<file path="config.mk">
export PLATFORM = sky130hd
export DESIGN_NAME = vga_timing
export DESIGN_NICKNAME = d
export VERILOG_FILES = /design/src/hw/vga_timing.sv
export VERILOG_INCLUDE_DIRS = /design/src /design/src/hw
export SDC_FILE = /design/constraint.sdc
export NUM_CORES = 1
export LEC_CHECK = 0
export ABC_AREA = 1
export BUFFER_PORTS_ARGS = -buffer_cell sky130_fd_sc_hd__buf_4
export CAP_MARGIN = 20
export CORE_MARGIN = 2
export CORE_UTILIZATION = 60
export CTS_CLUSTER_SIZE = 12
export DETAILED_ROUTE_END_ITERATION = 7
export PLACE_DENSITY = 0.86
export SLEW_MARGIN = 25
export SYNTH_ARGS = -nofsm -noshare
export SYNTH_HDL_FRONTEND = slang
export SYNTH_SLANG_ARGS = --single-unit
</file>
<file path="constraint.sdc">
create_clock -name clk -period 3.8 [get_ports clk]
set_clock_uncertainty 0.1 [all_clocks]
set_input_delay 0.19 -clock clk [delete_from_list [all_inputs] [get_ports clk]]
set_output_delay 0.19 -clock clk [all_outputs]
set_load 0.02 [all_outputs]
</file>
<file path="src/hw/fb_defs.svh">
`ifndef FB_DEFS_SVH
`define FB_DEFS_SVH

// horizontal timing, in pixel columns
`define FB_H_VISIBLE 640
`define FB_H_FRONT   656
`define FB_H_SYNC    752
`define FB_H_TOTAL   800

// vertical timing, in lines
`define FB_V_VISIBLE 480
`define FB_V_FRONT   490
`define FB_V_SYNC    492
`define FB_V_TOTAL   525

// external sram
`define FB_ADDR_W 20
`define FB_DATA_W 16

// pixel fifo, power of two
`define FB_FIFO_DEPTH 16

// register map
`define FB_REG_CTRL   2'd0
`define FB_REG_STATUS 2'd1
`define FB_REG_COUNT  2'd2

`endif
</file>
<file path="src/hw/vga_timing.sv">
`include "fb_defs.svh"

module vga_timing (
    input  logic       clk,
    input  logic       rst,
    output logic [9:0] vga_row,
    output logic [9:0] vga_col,
    output logic       line_start,
    output logic       hs,
    output logic       vs,
    output logic       vga_clk,
    output logic       blank
);

    logic       pix_en;
    logic       col_wrap;
    logic [9:0] col_next;
    logic [9:0] row_next;
    logic       next_line_visible;

    // one column per two clocks
    assign vga_clk = pix_en;

    always_comb begin
        col_wrap = pix_en && (vga_col == 10'(`FB_H_TOTAL - 1));
        if (col_wrap) begin
            col_next = '0;
        end else if (pix_en) begin
            col_next = vga_col + 10'd1;
        end else begin
            col_next = vga_col;
        end
        if (col_wrap) begin
            row_next = (vga_row == 10'(`FB_V_TOTAL - 1)) ? '0 : vga_row + 10'd1;
        end else begin
            row_next = vga_row;
        end
        // the line after row_next is on screen
        next_line_visible = (row_next == 10'(`FB_V_TOTAL - 1)) ||
                            (row_next < 10'(`FB_V_VISIBLE - 1));
    end

    // outputs decoded from next counts so they line up with the counters
    always_ff @(posedge clk) begin
        if (rst) begin
            pix_en     <= 1'b0;
            vga_col    <= '0;
            vga_row    <= 10'(`FB_V_VISIBLE);
            hs         <= 1'b1;
            vs         <= 1'b1;
            blank      <= 1'b1;
            line_start <= 1'b0;
        end else begin
            pix_en     <= ~pix_en;
            vga_col    <= col_next;
            vga_row    <= row_next;
            hs         <= !((col_next >= 10'(`FB_H_FRONT)) && (col_next < 10'(`FB_H_SYNC)));
            vs         <= !((row_next >= 10'(`FB_V_FRONT)) && (row_next < 10'(`FB_V_SYNC)));
            blank      <= !((col_next < 10'(`FB_H_VISIBLE)) && (row_next < 10'(`FB_V_VISIBLE)));
            // first clock of the last column before a visible line
            line_start <= pix_en && (col_next == 10'(`FB_H_TOTAL - 1)) && next_line_visible;
        end
    end

endmodule : vga_timing

</file>
* Word-level counts from Yosys, hierarchy flattened *
Index checks and enable logic that the tools add are counted.

cells by class
  magnitude comparators = 7
  bitwise logic cells = 1
  reduce and logical (&&, ||, !) cells = 10
  add/sub/neg operators = 2
  multiplexer cells = 4
  equality and inequality tests = 4

operators by type and width
  operator               count
  $eq 10x10->1 const B   4
  $mux 10                4
  $lt 10x9->1 const B    3
  $add 10x1->10 const B  2
  $lt 10x10->1 const B   2
  $ge 10x10->1 const B   1
  $ge 10x9->1 const B    1
  $logic_and 1x1->1      6
  $logic_not 1->1        3
  $logic_or 1x1->1       1
  $not 1->1              1

storage, ports and cells
  input bits = 2
  output and inout port bits = 25
  flip-flop bits (word level) = 25

* Depth between registers and ports, before layout *
Gate-level depths: netlist (run 1).

  depth in word-level cells = 6
  mapped depth = 14
  gate-level depth less buffers = 13

* Worst setup path after synthesis (run 1) *
Ideal clock, no wire load.

  path kind = reg-to-reg
  from = reg vga_col[0]
  to = reg line_start
  path buffers = 0
  setup slack = 1902 ps
  period minus slack after synthesis = 1898 ps
  arrival time = 1684 ps
  stages on the path, launching flop included = 13
  library setup time = 114 ps
  cells stage by stage = dfxtp_1 > ha_1 > inv_1 > nor2_4 > nand3_4 > o21bai_1 > nand2_2 > inv_2 > nand2_1 > nor2_2 > nand3_1 > nand2_1 > a21oi_2

between the ends
  longest elaborated chain between the ends = 6
  elaborated cells on any way between the ends = 12
  those cells by class = add/sub: 1; order compare: 1; eq/ne: 3; mux: 3; reduce/logical: 4

RTL lines
  what                                                          line                                RTL
  from (decl)                                                   vga_timing.sv:7                     output logic [9:0] vga_col,
  from (signal assigned)                                        vga_timing.sv:55                    vga_col <= col_next;
  $add 10x1->10 / $eq 10x10->1 (equally long branches)          vga_timing.sv:29, vga_timing.sv:25
  $mux 10 / $logic_and 1x1->1 (equally long branches)           vga_timing.sv:28, vga_timing.sv:25
  $mux 10 (on tied branches)                                    vga_timing.sv:26, vga_timing.sv:33
  $eq 10x10->1, or another cell as far along                    vga_timing.sv:61                    line_start <= pix_en && (col_next == 10'(`FB_H_TOTAL - 1)) && next_line_visible;
  $logic_and 1x1->1 / $logic_or 1x1->1 (equally long branches)  vga_timing.sv:61, vga_timing.sv:39
  $logic_and 1x1->1 *                                           vga_timing.sv:61
  to (signal assigned)                                          vga_timing.sv:61
  to (decl)                                                     vga_timing.sv:8                     output logic line_start,

Mark *: on every way between the ends. The rest lies on a longest branch, timed or not.
A chain may end at the register's enable or synchronous reset.

* Final worst setup path (run 1) *
  from = reg vga_row[0]
  to = reg line_start

between the ends
  longest elaborated chain between the ends = 6
  elaborated cells on any way between the ends = 8
  those cells by class = add/sub: 1; order compare: 1; eq/ne: 2; mux: 2; reduce/logical: 2

RTL lines
  what                                                  line                                RTL
  from (decl)                                           vga_timing.sv:6                     output logic [9:0] vga_row,
  from (signal assigned)                                vga_timing.sv:48                    vga_row <= 10'(`FB_V_VISIBLE);
  from (signal assigned)                                vga_timing.sv:56                    vga_row <= row_next;
  $add 10x1->10 / $eq 10x10->1 (equally long branches)  vga_timing.sv:34                    row_next = (vga_row == 10'(`FB_V_TOTAL - 1)) ? '0 : vga_row + 10'd1;
  $mux 10                                               vga_timing.sv:34
  $mux 10 *                                             vga_timing.sv:33                    if (col_wrap) begin
  $lt 10x9->1 / $eq 10x10->1 (equally long branches)    vga_timing.sv:40, vga_timing.sv:39
  $logic_or 1x1->1 *                                    vga_timing.sv:39                    next_line_visible = (row_next == 10'(`FB_V_TOTAL - 1)) ||
  $logic_and 1x1->1 *                                   vga_timing.sv:61

Marked as above.

==> results of run 1 <==
==> kinds of logic (layout without fill, tap and decap cells) <==
kind of cell | after synthesis | after routing
AOI/OAI and AO/OA | 15 | 15
and+or+nand+nor | 164 | 164
buffers and inverters | 37 | 65
xor gates and xnor gates | 3 | 3
adders and majority gates | 3 | 3
DFF | 25 | 25
==> power groups by stage <==
stage                     Sequential, mW  Combinational [mW]  Clock (mW)
final                              0.269              0.0205       0.121
after CTS                          0.269              0.0204       0.125
after floorplan                    0.275              0.0128           0
after detailed placement           0.274              0.0204           0
after global routing               0.269              0.0220       0.133
after global placement             0.274              0.0201           0
==> state kept, by name, summed over array words and instances (netlist names) <==
signal and cells:
hs 1, vga_col 10, vga_row 10, line_start 1, vga_clk 1, blank 1
vs 1
==> through the flow <==
step           setup slack, ns  power [mW]  hold slack (ns)  cells  cell area [µm²]
4_1_cts                   1.85       0.414           0.0304    306             1920
3_3_place_gp              1.88       0.294            0.383    302             1890
2_1_floorplan             1.90       0.288            0.159    247             1670
6_report                  1.85       0.410           0.0391    306             1920
3_5_place_dp              1.87       0.295            0.396    302             1890
5_1_grt                   1.60       0.425           0.0378    306             1920
==> critical path: cells and delay by family, from the launching register on <==
family | cells | cell delay (ns)
flops | 1 | 0.47
simple gates | 8 | 0.76
fa+ha+maj | 1 | 0.25
buf+inv | 1 | 0.06
compound gates | 2 | 0.22
==> synthesized netlist by cell type (2+ instances only) <==
master   instances
nand4_1          6
o21ai_2          2
a21oi_1          6
o21ai_0          3
nand2_1         58
nand2_2         12
nand3_4          2
nor2_4           7
nor2_1          41
ha_1             3
inv_1           28
nand3_1         19
nand3_2          5
inv_2            6
dfxtp_1         25
nor2_2           9
xnor2_1          2
==> area by class of cell <==
type / instances / area, µm² / share of cell area
clock inverters: 1 / 5.00 / 0.00261
multi-input cells: 185 / 1030 / 0.535
flip-flops and latches: 25 / 500 / 0.261
repair buffers: 26 / 195 / 0.102
clock buffers: 3 / 22.5 / 0.0117
inverters: 35 / 131 / 0.0684
well taps: 31 / 38.8 / 0.0202
==> worst max-delay path by stage <==
| stage | to | slack, ns | cells past startpoint |
|---|---|---|---|
| after floorplan | line_start | 1.90 | 12 |
| after global placement | line_start | 1.88 | 13 |
| after detailed placement | line_start | 1.87 | 12 |
| after CTS | line_start | 1.85 | 13 |
| after global routing | line_start | 1.60 | 12 |
| final | line_start | 1.85 | 12 |
==> per-layer routing <==
metal,vias up,part of all wire,track usage
li1,832,-,-
met1,727,0.52,0.346
met2,38,0.43,0.380
met3,4,0.037,0.0207
met4,0,0.011,0.0698
met5,-,0,0
==> impl_metrics.tcl, run 1 <==
set metrics [dict create \
    hp-class "in -> reg" \
    grt_use_total 0.240 \
    worstHoldPathCells 2 \
    slowest_stage "dfxtp_1" \
    mostFrequentLayoutCells "58 x nand2_1, 41 x nor2_1, 28 x inv_1, 26 x buf_4, 25 x dfxtp_1" \
    netSwitchingFraction 0.242 \
    htreeDepth 1 \
    grt_setup_unrepaired "no" \
    crit_required_ns 3.94 \
    cpPeakStageDelay_ns 0.47 \
    grt_max_degree 15 \
    syn-cell-area_mm2 0.00167 \
    dieArea_mm2 0.00323 \
    yosys_warnings 0 \
    grt_pass1_vias 1430 \
    drive_gt1_frac 0.291 \
    comb_power_share 0.050 \
    synthCells 247 \
    grt_first_pass_wirelength_um 6180 \
    outcome "finished clean" \
    clkTransAtPathRegs_ns 0.14 \
    max_slew_margin 0.748 \
    n_fill_cell 221 \
    final.min_clock_period_ns 1.95 \
    seqPwrFrac 0.655 \
    synth_edf_count 0 \
    synth.area.top_cells "dfxtp_1 30%, nand2_1 13%, nor2_1 9.2%" \
    synth_ff_type "dfxtp_1" \
    dp_hpwl_um 2770 \
    ir_drop_uv 225 \
    antennaDiodeCount 0 \
    crit_start "vga_row[0]" \
    r2r_start "vga_row[0]" \
    post_cts_buffers 0 \
    fp.dieW_um 56.8 \
    fin_tns_setup_ns 0 \
    firstDrtPassIters 4 \
    synth_seq_cells 25 \
    yosysSeqAreaShare 0.299 \
    drc 0 \
    cts_hold_buf 0 \
    overflow 0 \
    drv_slew 0 \
    pwr-share-clk 0.295 \
    cp_max_fo 6 \
    drt_iter0_drc 63 \
    vias 1601 \
    place_congestion 0.864 \
    muxShareOfSynthArea 0 \
    die_h_um 56.8 \
    wire_per_inst_um 11.7 \
    portBuffers 26 \
    reg2reg_to "line_start" \
    clock_latency_ns 0.33 \
    cp.arrival_ns 2.09 \
    cts_root_buffer "clkbuf_4" \
    path_cells "ha_1 > nand2_1 > nor2_2 > nand2_1 > o21bai_1 > nand2_2 > inv_2 > nand2_1 > nor2_2 > nand3_1 > nand2_1 > a21oi_2" \
    yosysTopAreaCell "dfxtp_1" \
    internal_power_mw 0.311 \
    cap_violations 0 \
    max_freq_mhz 512 \
    nNetsFinal 281 \
    fp-row-count 19 \
    wl_um 3570 \
    ant_nets 0 \
    hold_path_end "vga_row[9]" \
    ios 27 \
    postCtsResizedCells 0 \
    coreArea_mm2 0.00271 \
    synthXorXnorAreaFrac 0.0157 \
    power_switching_mw 0.0993 \
    worst_slew_pin_slew_ns 0.377 \
    synth-compound-area-share 0.0613 \
    finalCritPeriodShare 0.514 \
    ff2ff_path_depth 12 \
    synth_top_family_by_area "simple AND/OR/NAND/NOR gates" \
    critPathCaptureType "flop" \
    cts_buffers 3 \
    setup_viol 0 \
    timing.critical_path.mode_cell "nand2_1" \
    cts_tree "done" \
    final_core_util 0.708 \
    layout_commonest_cell "nand2_1" \
    r2r_setup_slack_ns 1.85 \
    cts.sinks 25 \
    yosys.area_share.simple 0.514 \
    startpoint_type "flop" \
    leakage_nw 0.837 \
    antenna_found_initial 0 \
    viasPerCell 5.23 \
    synth_fp_nets 252 \
    min_from "rst" \
    synth_top_area_share 0.299 \
    synth_area_per_cell_um2 6.77 \
    clockBufferDepth 2 \
    power_density_mw_per_mm2 214 \
    syn_to_final_growth_pct 14.7 \
    start_util 0.617 \
    path_class "reg -> reg" \
    synth.lib_cells_used.distinct 30 \
    synthArstFlopShare 0 \
    synthAdderAreaFrac 0.0224 \
    hold_viol_final 0 \
]
(Power assumes the default switching activity.)
==> run 2: changes to the inputs <==
--- a/config.mk
+++ b/config.mk
@@ -10,10 +10,10 @@
 export BUFFER_PORTS_ARGS = -buffer_cell sky130_fd_sc_hd__buf_4
 export CAP_MARGIN = 20
 export CORE_MARGIN = 2
-export CORE_UTILIZATION = 60
+export CORE_UTILIZATION = 56
 export CTS_CLUSTER_SIZE = 12
 export DETAILED_ROUTE_END_ITERATION = 7
-export PLACE_DENSITY = 0.86
+export PLACE_DENSITY = 0.81
 export SLEW_MARGIN = 25
 export SYNTH_ARGS = -nofsm -noshare
 export SYNTH_HDL_FRONTEND = slang
==> constraint.sdc (replaced) <==
create_clock -name clk -period 1.8 [get_ports clk]
set_clock_uncertainty 0.1 [all_clocks]
set_input_delay 0.09 -clock clk [delete_from_list [all_inputs] [get_ports clk]]
set_output_delay 0.09 -clock clk [all_outputs]
set_load 0.02 [all_outputs]
==> impl_metrics.tcl, run 2 (synthesis gave the netlist of run 1 again) <==
set metrics [dict create \
    reg2reg_to "hs" \
    fin_area_mm2 0.00220 \
    drc 0 \
    leakage_nw 1.00 \
    drv_slew 0 \
    wl_um 4300 \
    cap_violations 0 \
    power_switching_mw 0.230 \
    power_density_mw_per_mm2 411 \
    ff2ff_path_depth 12 \
    vias 1737 \
    hold_path_end "vga_row[1]" \
    dpl-instance-area_mm2 0.00205 \
    finalCritPeriodShare 1.03 \
    outcome "finished, violations left" \
    setup_viol 2 \
    min_from "vga_row[1]" \
    netSwitchingFraction 0.255 \
    portBuffers 26 \
    overflow 0 \
    highest_layer "met4" \
    fp.dieW_um 58.7 \
    ios 27 \
    top_regs "vga_col: 10 flops, vga_row: 10 flops" \
    grt_pass1_vias 1499 \
    hold_viol_final 0 \
    coreArea_mm2 0.00281 \
    path_class "reg -> reg" \
    clockBufferDepth 2 \
    fp-row-count 19 \
    internal_power_mw 0.672 \
    cts.sinks 25 \
    p_total_mw 0.902 \
    cp_max_fo 3 \
    mostFrequentLayoutCells "55 x nand2_1, 50 x buf_4, 37 x nor2_1, 26 x inv_1, 17 x dfxtp_1" \
    place_congestion 0.901 \
    wl_met2_um 1960 \
    firstDrtPassIters 4 \
    grt_use_total 0.255 \
    ir_drop_uv 444 \
    syn_to_final_growth_pct 31.3 \
    drive_gt1_frac 0.425 \
    die_h_um 58.7 \
    grt_max_degree 15 \
    ant_nets 0 \
    pre_cts_ws_ns -0.0335 \
    htreeDepth 1 \
    setup_slack_ns -0.0622 \
    cp.arrival_ns 2.02 \
    clkTransAtPathRegs_ns 0.15 \
    dp_hpwl_um 3210 \
    max_slew_margin 0.793 \
    antenna_found_initial 0 \
    failed_checks "setup timing" \
    wire_per_inst_um 12.9 \
    critPathCaptureType "flop" \
    nNetsFinal 307 \
    hp-class "reg -> reg" \
    layout_commonest_cell "nand2_1" \
    final.min_clock_period_ns 1.86 \
    cts_buffers 3 \
    antennaDiodeCount 0 \
    cts_root_buffer "clkbuf_4" \
    dr_wl_met3_um 321 \
    comb_power_share 0.075 \
    viasPerCell 5.23 \
    cts_tree "done" \
    crit_required_ns 1.96 \
    r2r_start "vga_col[0]" \
    grt_setup_unrepaired "yes" \
    seqPwrFrac 0.627 \
    r2r_setup_slack_ns -0.06 \
    pwr-share-clk 0.298 \
    worst_slew_pin_slew_ns 0.309 \
    dieArea_mm2 0.00344 \
    drt_iter0_drc 86 \
    grt_first_pass_wirelength_um 6720 \
    worstHoldPathCells 2 \
    clock_latency_ns 0.35 \
    max_freq_mhz 537 \
    start_util 0.596 \
    startpoint_type "flop" \
    wl_met1_um 1960 \
]
==> run 2: changes by cell type in the layout (fill, tap and decap cells not counted), sizes merged <==
cell / delta
buf: +25
inv: +1
dlygate4sd3: +1
clkinv: -1
==> run 2: layer usage <==
metal  vias to the layer above  global-route usage
met3                         6              0.0374
met5                         -                   0
met1                       783               0.358
met4                         0              0.0812
li1                        887                   -
met2                        61               0.404
==> run 2: worst max path at each step <==
stage / start / end / depth (start not counted)
floorplan: vga_col[0] / line_start / 12
global placement: vga_col[0] / line_start / 12
detailed placement: vga_col[0] / line_start / 12
CTS: vga_col[0] / line_start / 12
global route: vga_col[0] / hs / 12
finish: vga_col[0] / hs / 12
==> run 2: critical path, stage by stage (launching register included) <==
cell and delay, ns:
dfxtp_2 0.38, buf_6 0.12, nand2_4 0.06, nor2_4 0.14
nand2_4 0.07, nor2_4 0.13, nand4_1 0.14, o21ai_2 0.18
nand2_1 0.09, nor2_1 0.09, nand2_1 0.08, nor2_1 0.14
nand2_1 0.07
==> run 2: layout make-up <==
class	count	area [µm²]
Clock buffer	3	22.5
Clock inverter	1	5.00
Fill cell	212	608
Inverter	35	131
Multi-Input combinational cell	185	1090
Sequential cell	25	513
Tap cell	31	38.8
Timing Repair Buffer	52	397
==> run 2: stage by stage <==
stage / hold WS (ns) / setup TNS (ns) / utilization / instances
finish: 0.439 / -0.0993 / 0.783 / 332
CTS: 0.436 / -0.0249 / 0.744 / 327
global route: 0.462 / -0.584 / 0.783 / 332
floorplan: 0.0517 / 0 / - / 247
global placement: 0.283 / -0.0448 / 0.730 / 322
detailed placement: 0.288 / -0.0552 / 0.730 / 322
==> run 2: repair_timing <==
action / in CTS / in global routing
pin swaps: 2 / 19
gates resized for setup: 2 / 24
setup endpoints to repair: 2 / 4
buffers inserted: 0 / 5
hold buffers: 1 / 0
hold endpoints to repair: 12 / 0
==> run 2: power groups by stage <==
stage	registers (mW)	clock network (mW)	logic (mW)
final	0.566	0.269	0.0677
after global routing	0.567	0.283	0.0750
after CTS	0.565	0.267	0.0617
after detailed placement	0.576	0	0.0595
after global placement	0.576	0	0.0604
after floorplan	0.582	0	0.0270
==> run 3: changes to the inputs <==
--- a/config.mk
+++ b/config.mk
@@ -14,6 +14,7 @@
 export CTS_CLUSTER_SIZE = 12
 export DETAILED_ROUTE_END_ITERATION = 7
 export PLACE_DENSITY = 0.81
+export REMOVE_ABC_BUFFERS = 1
 export SLEW_MARGIN = 25
 export SYNTH_ARGS = -nofsm -noshare
 export SYNTH_HDL_FRONTEND = slang
==> impl_metrics.tcl, run 3 (synthesis gave the netlist of run 1 again) <==
set metrics [dict create \
    multi_input_area_mm2 0.00106 \
    regArea_um2 513 \
    power_density_mw_per_mm2 414 \
    grt_pass1_vias 1541 \
    antenna_found_initial 0 \
    firstDrtPassIters 4 \
    start_util 0.596 \
    final.min_clock_period_ns 1.85 \
    ff2ff_path_depth 14 \
    clkTransAtPathRegs_ns 0.15 \
    worst_slew_pin_slew_ns 0.291 \
    top_regs "vga_col: 10 flops, vga_row: 10 flops" \
    htreeDepth 1 \
    die_h_um 58.7 \
    antennaDiodeCount 0 \
    finalCritPeriodShare 1.03 \
    grt_setup_unrepaired "yes" \
    dp_cells 322 \
    whs_ns 0.418 \
    outcome "finished, violations left" \
    wire_per_inst_um 13.0 \
    hold_viol_final 0 \
    vias 1745 \
    portBuffers 26 \
    setup_slack_ns -0.0523 \
    drc 0 \
    n_fill_cell 215 \
    leakage_nw 0.969 \
    fin_cells 331 \
    drive_gt1_frac 0.403 \
    cts_root_buffer "clkbuf_4" \
    place_congestion 0.962 \
    min_from "vga_clk" \
    ir_drop_uv 289 \
    cp_max_fo 5 \
    drt_iter0_drc 101 \
    layout_commonest_cell "nand2_1" \
    clockBufferDepth 2 \
    viasPerCell 5.27 \
    hp-class "reg -> reg" \
    cts.sinks 25 \
    coreArea_mm2 0.00281 \
    dieArea_mm2 0.00344 \
    wl_um 4310 \
    crit_required_ns 1.98 \
    mostFrequentLayoutCells "56 x nand2_1, 50 x buf_4, 40 x nor2_1, 26 x inv_1" \
    grt_max_degree 15 \
    clock_latency_ns 0.33 \
    fp.dieW_um 58.7 \
    cts_buffers 3 \
    ios 27 \
    startpoint_type "flop" \
    max_slew_margin 0.805 \
    cp.arrival_ns 2.04 \
    critPathCaptureType "flop" \
    path_class "reg -> reg" \
    r2r_start "vga_row[1]" \
    drv_slew 0 \
    crit_start "vga_row[1]" \
    overflow 0 \
    failed_checks "setup timing" \
    worstHoldPathCells 1 \
    max_freq_mhz 540 \
    nNetsFinal 306 \
    grt_use_total 0.264 \
    ant_nets 0 \
    grt_first_pass_wirelength_um 6850 \
    cts_tree "done" \
    syn_to_final_growth_pct 29.1 \
    setup_viol 2 \
    fp-row-count 19 \
    dp_hpwl_um 3220 \
    cap_violations 0 \
]
[run 3: changes by cell type in the layout (fill, tap and decap cells not counted), sizes merged]
cell / delta
clkbuf: +1
buf: -1
clkinv: -1
[run 3: final timing paths]
check               endpoint  slack [ns]
setup / recovery  line_start       -0.05
hold / removal       vga_clk        0.42
setup reg to reg  line_start       -0.05
hold reg to reg      vga_clk        0.42
[run 3: report_power, final]
part           internal [mW]  leakage [nW]  switching [mW]
sequential             0.558         0.206         0.00685
clock                 0.0870        0.0150           0.178
combinational         0.0290         0.748          0.0357
[run 3: metrics by stage]
stage / utilization / instance area, µm² / setup TNS (ns) / setup WS, ns / total power, mW
after floorplan: - / 1660 / -0.266 / -0.0980 / 0.602
after global placement: 0.728 / 2040 / -0.0186 / -0.0186 / 0.635
after detailed placement: 0.728 / 2040 / -0.0643 / -0.0643 / 0.635
after CTS: 0.752 / 2110 / 0 / 0.00303 / 0.899
after global routing: 0.770 / 2160 / -0.511 / -0.189 / 0.918
final: 0.770 / 2160 / -0.0710 / -0.0523 / 0.895
[run 3: repair_timing]
action | 4_1_cts | 5_1_grt
gates resized for setup | 10 | 12
endpoints found under the setup margin | 3 | 4
hold endpoints to repair | 12 | 0
pin swaps | 5 | 9
hold buffers | 1 | 0
buffers inserted | 1 | 3
[run 3: final cells by class]
cell class,instances,area share
tap,31,0.0180
multi-input combinational,185,0.493
clock buffer,4,0.0122
timing repair buffer,51,0.178
inverter,35,0.0608
sequential,25,0.238
[run 3: worst max-delay path: stages, from the launching register on]
cell and delay, ns:
dfxtp_2 0.35, buf_4 0.15, inv_1 0.05, ha_1 0.15, nand3_2 0.10, nor2_4 0.18, buf_4 0.13, nor2_1 0.03
nor2_1 0.11, nor2_1 0.06, nand2_1 0.07, nor2_1 0.04, nand3_1 0.08, nand2_1 0.07, a21oi_2 0.13
[run 3: layer usage]
metal | global-route usage | vias up | share of wire
met5 | 0 | - | 0
met4 | 0.0877 | 0 | 0.018
met3 | 0.0330 | 9 | 0.050
met2 | 0.416 | 50 | 0.45
met1 | 0.374 | 801 | 0.48
li1 | - | 885 | -
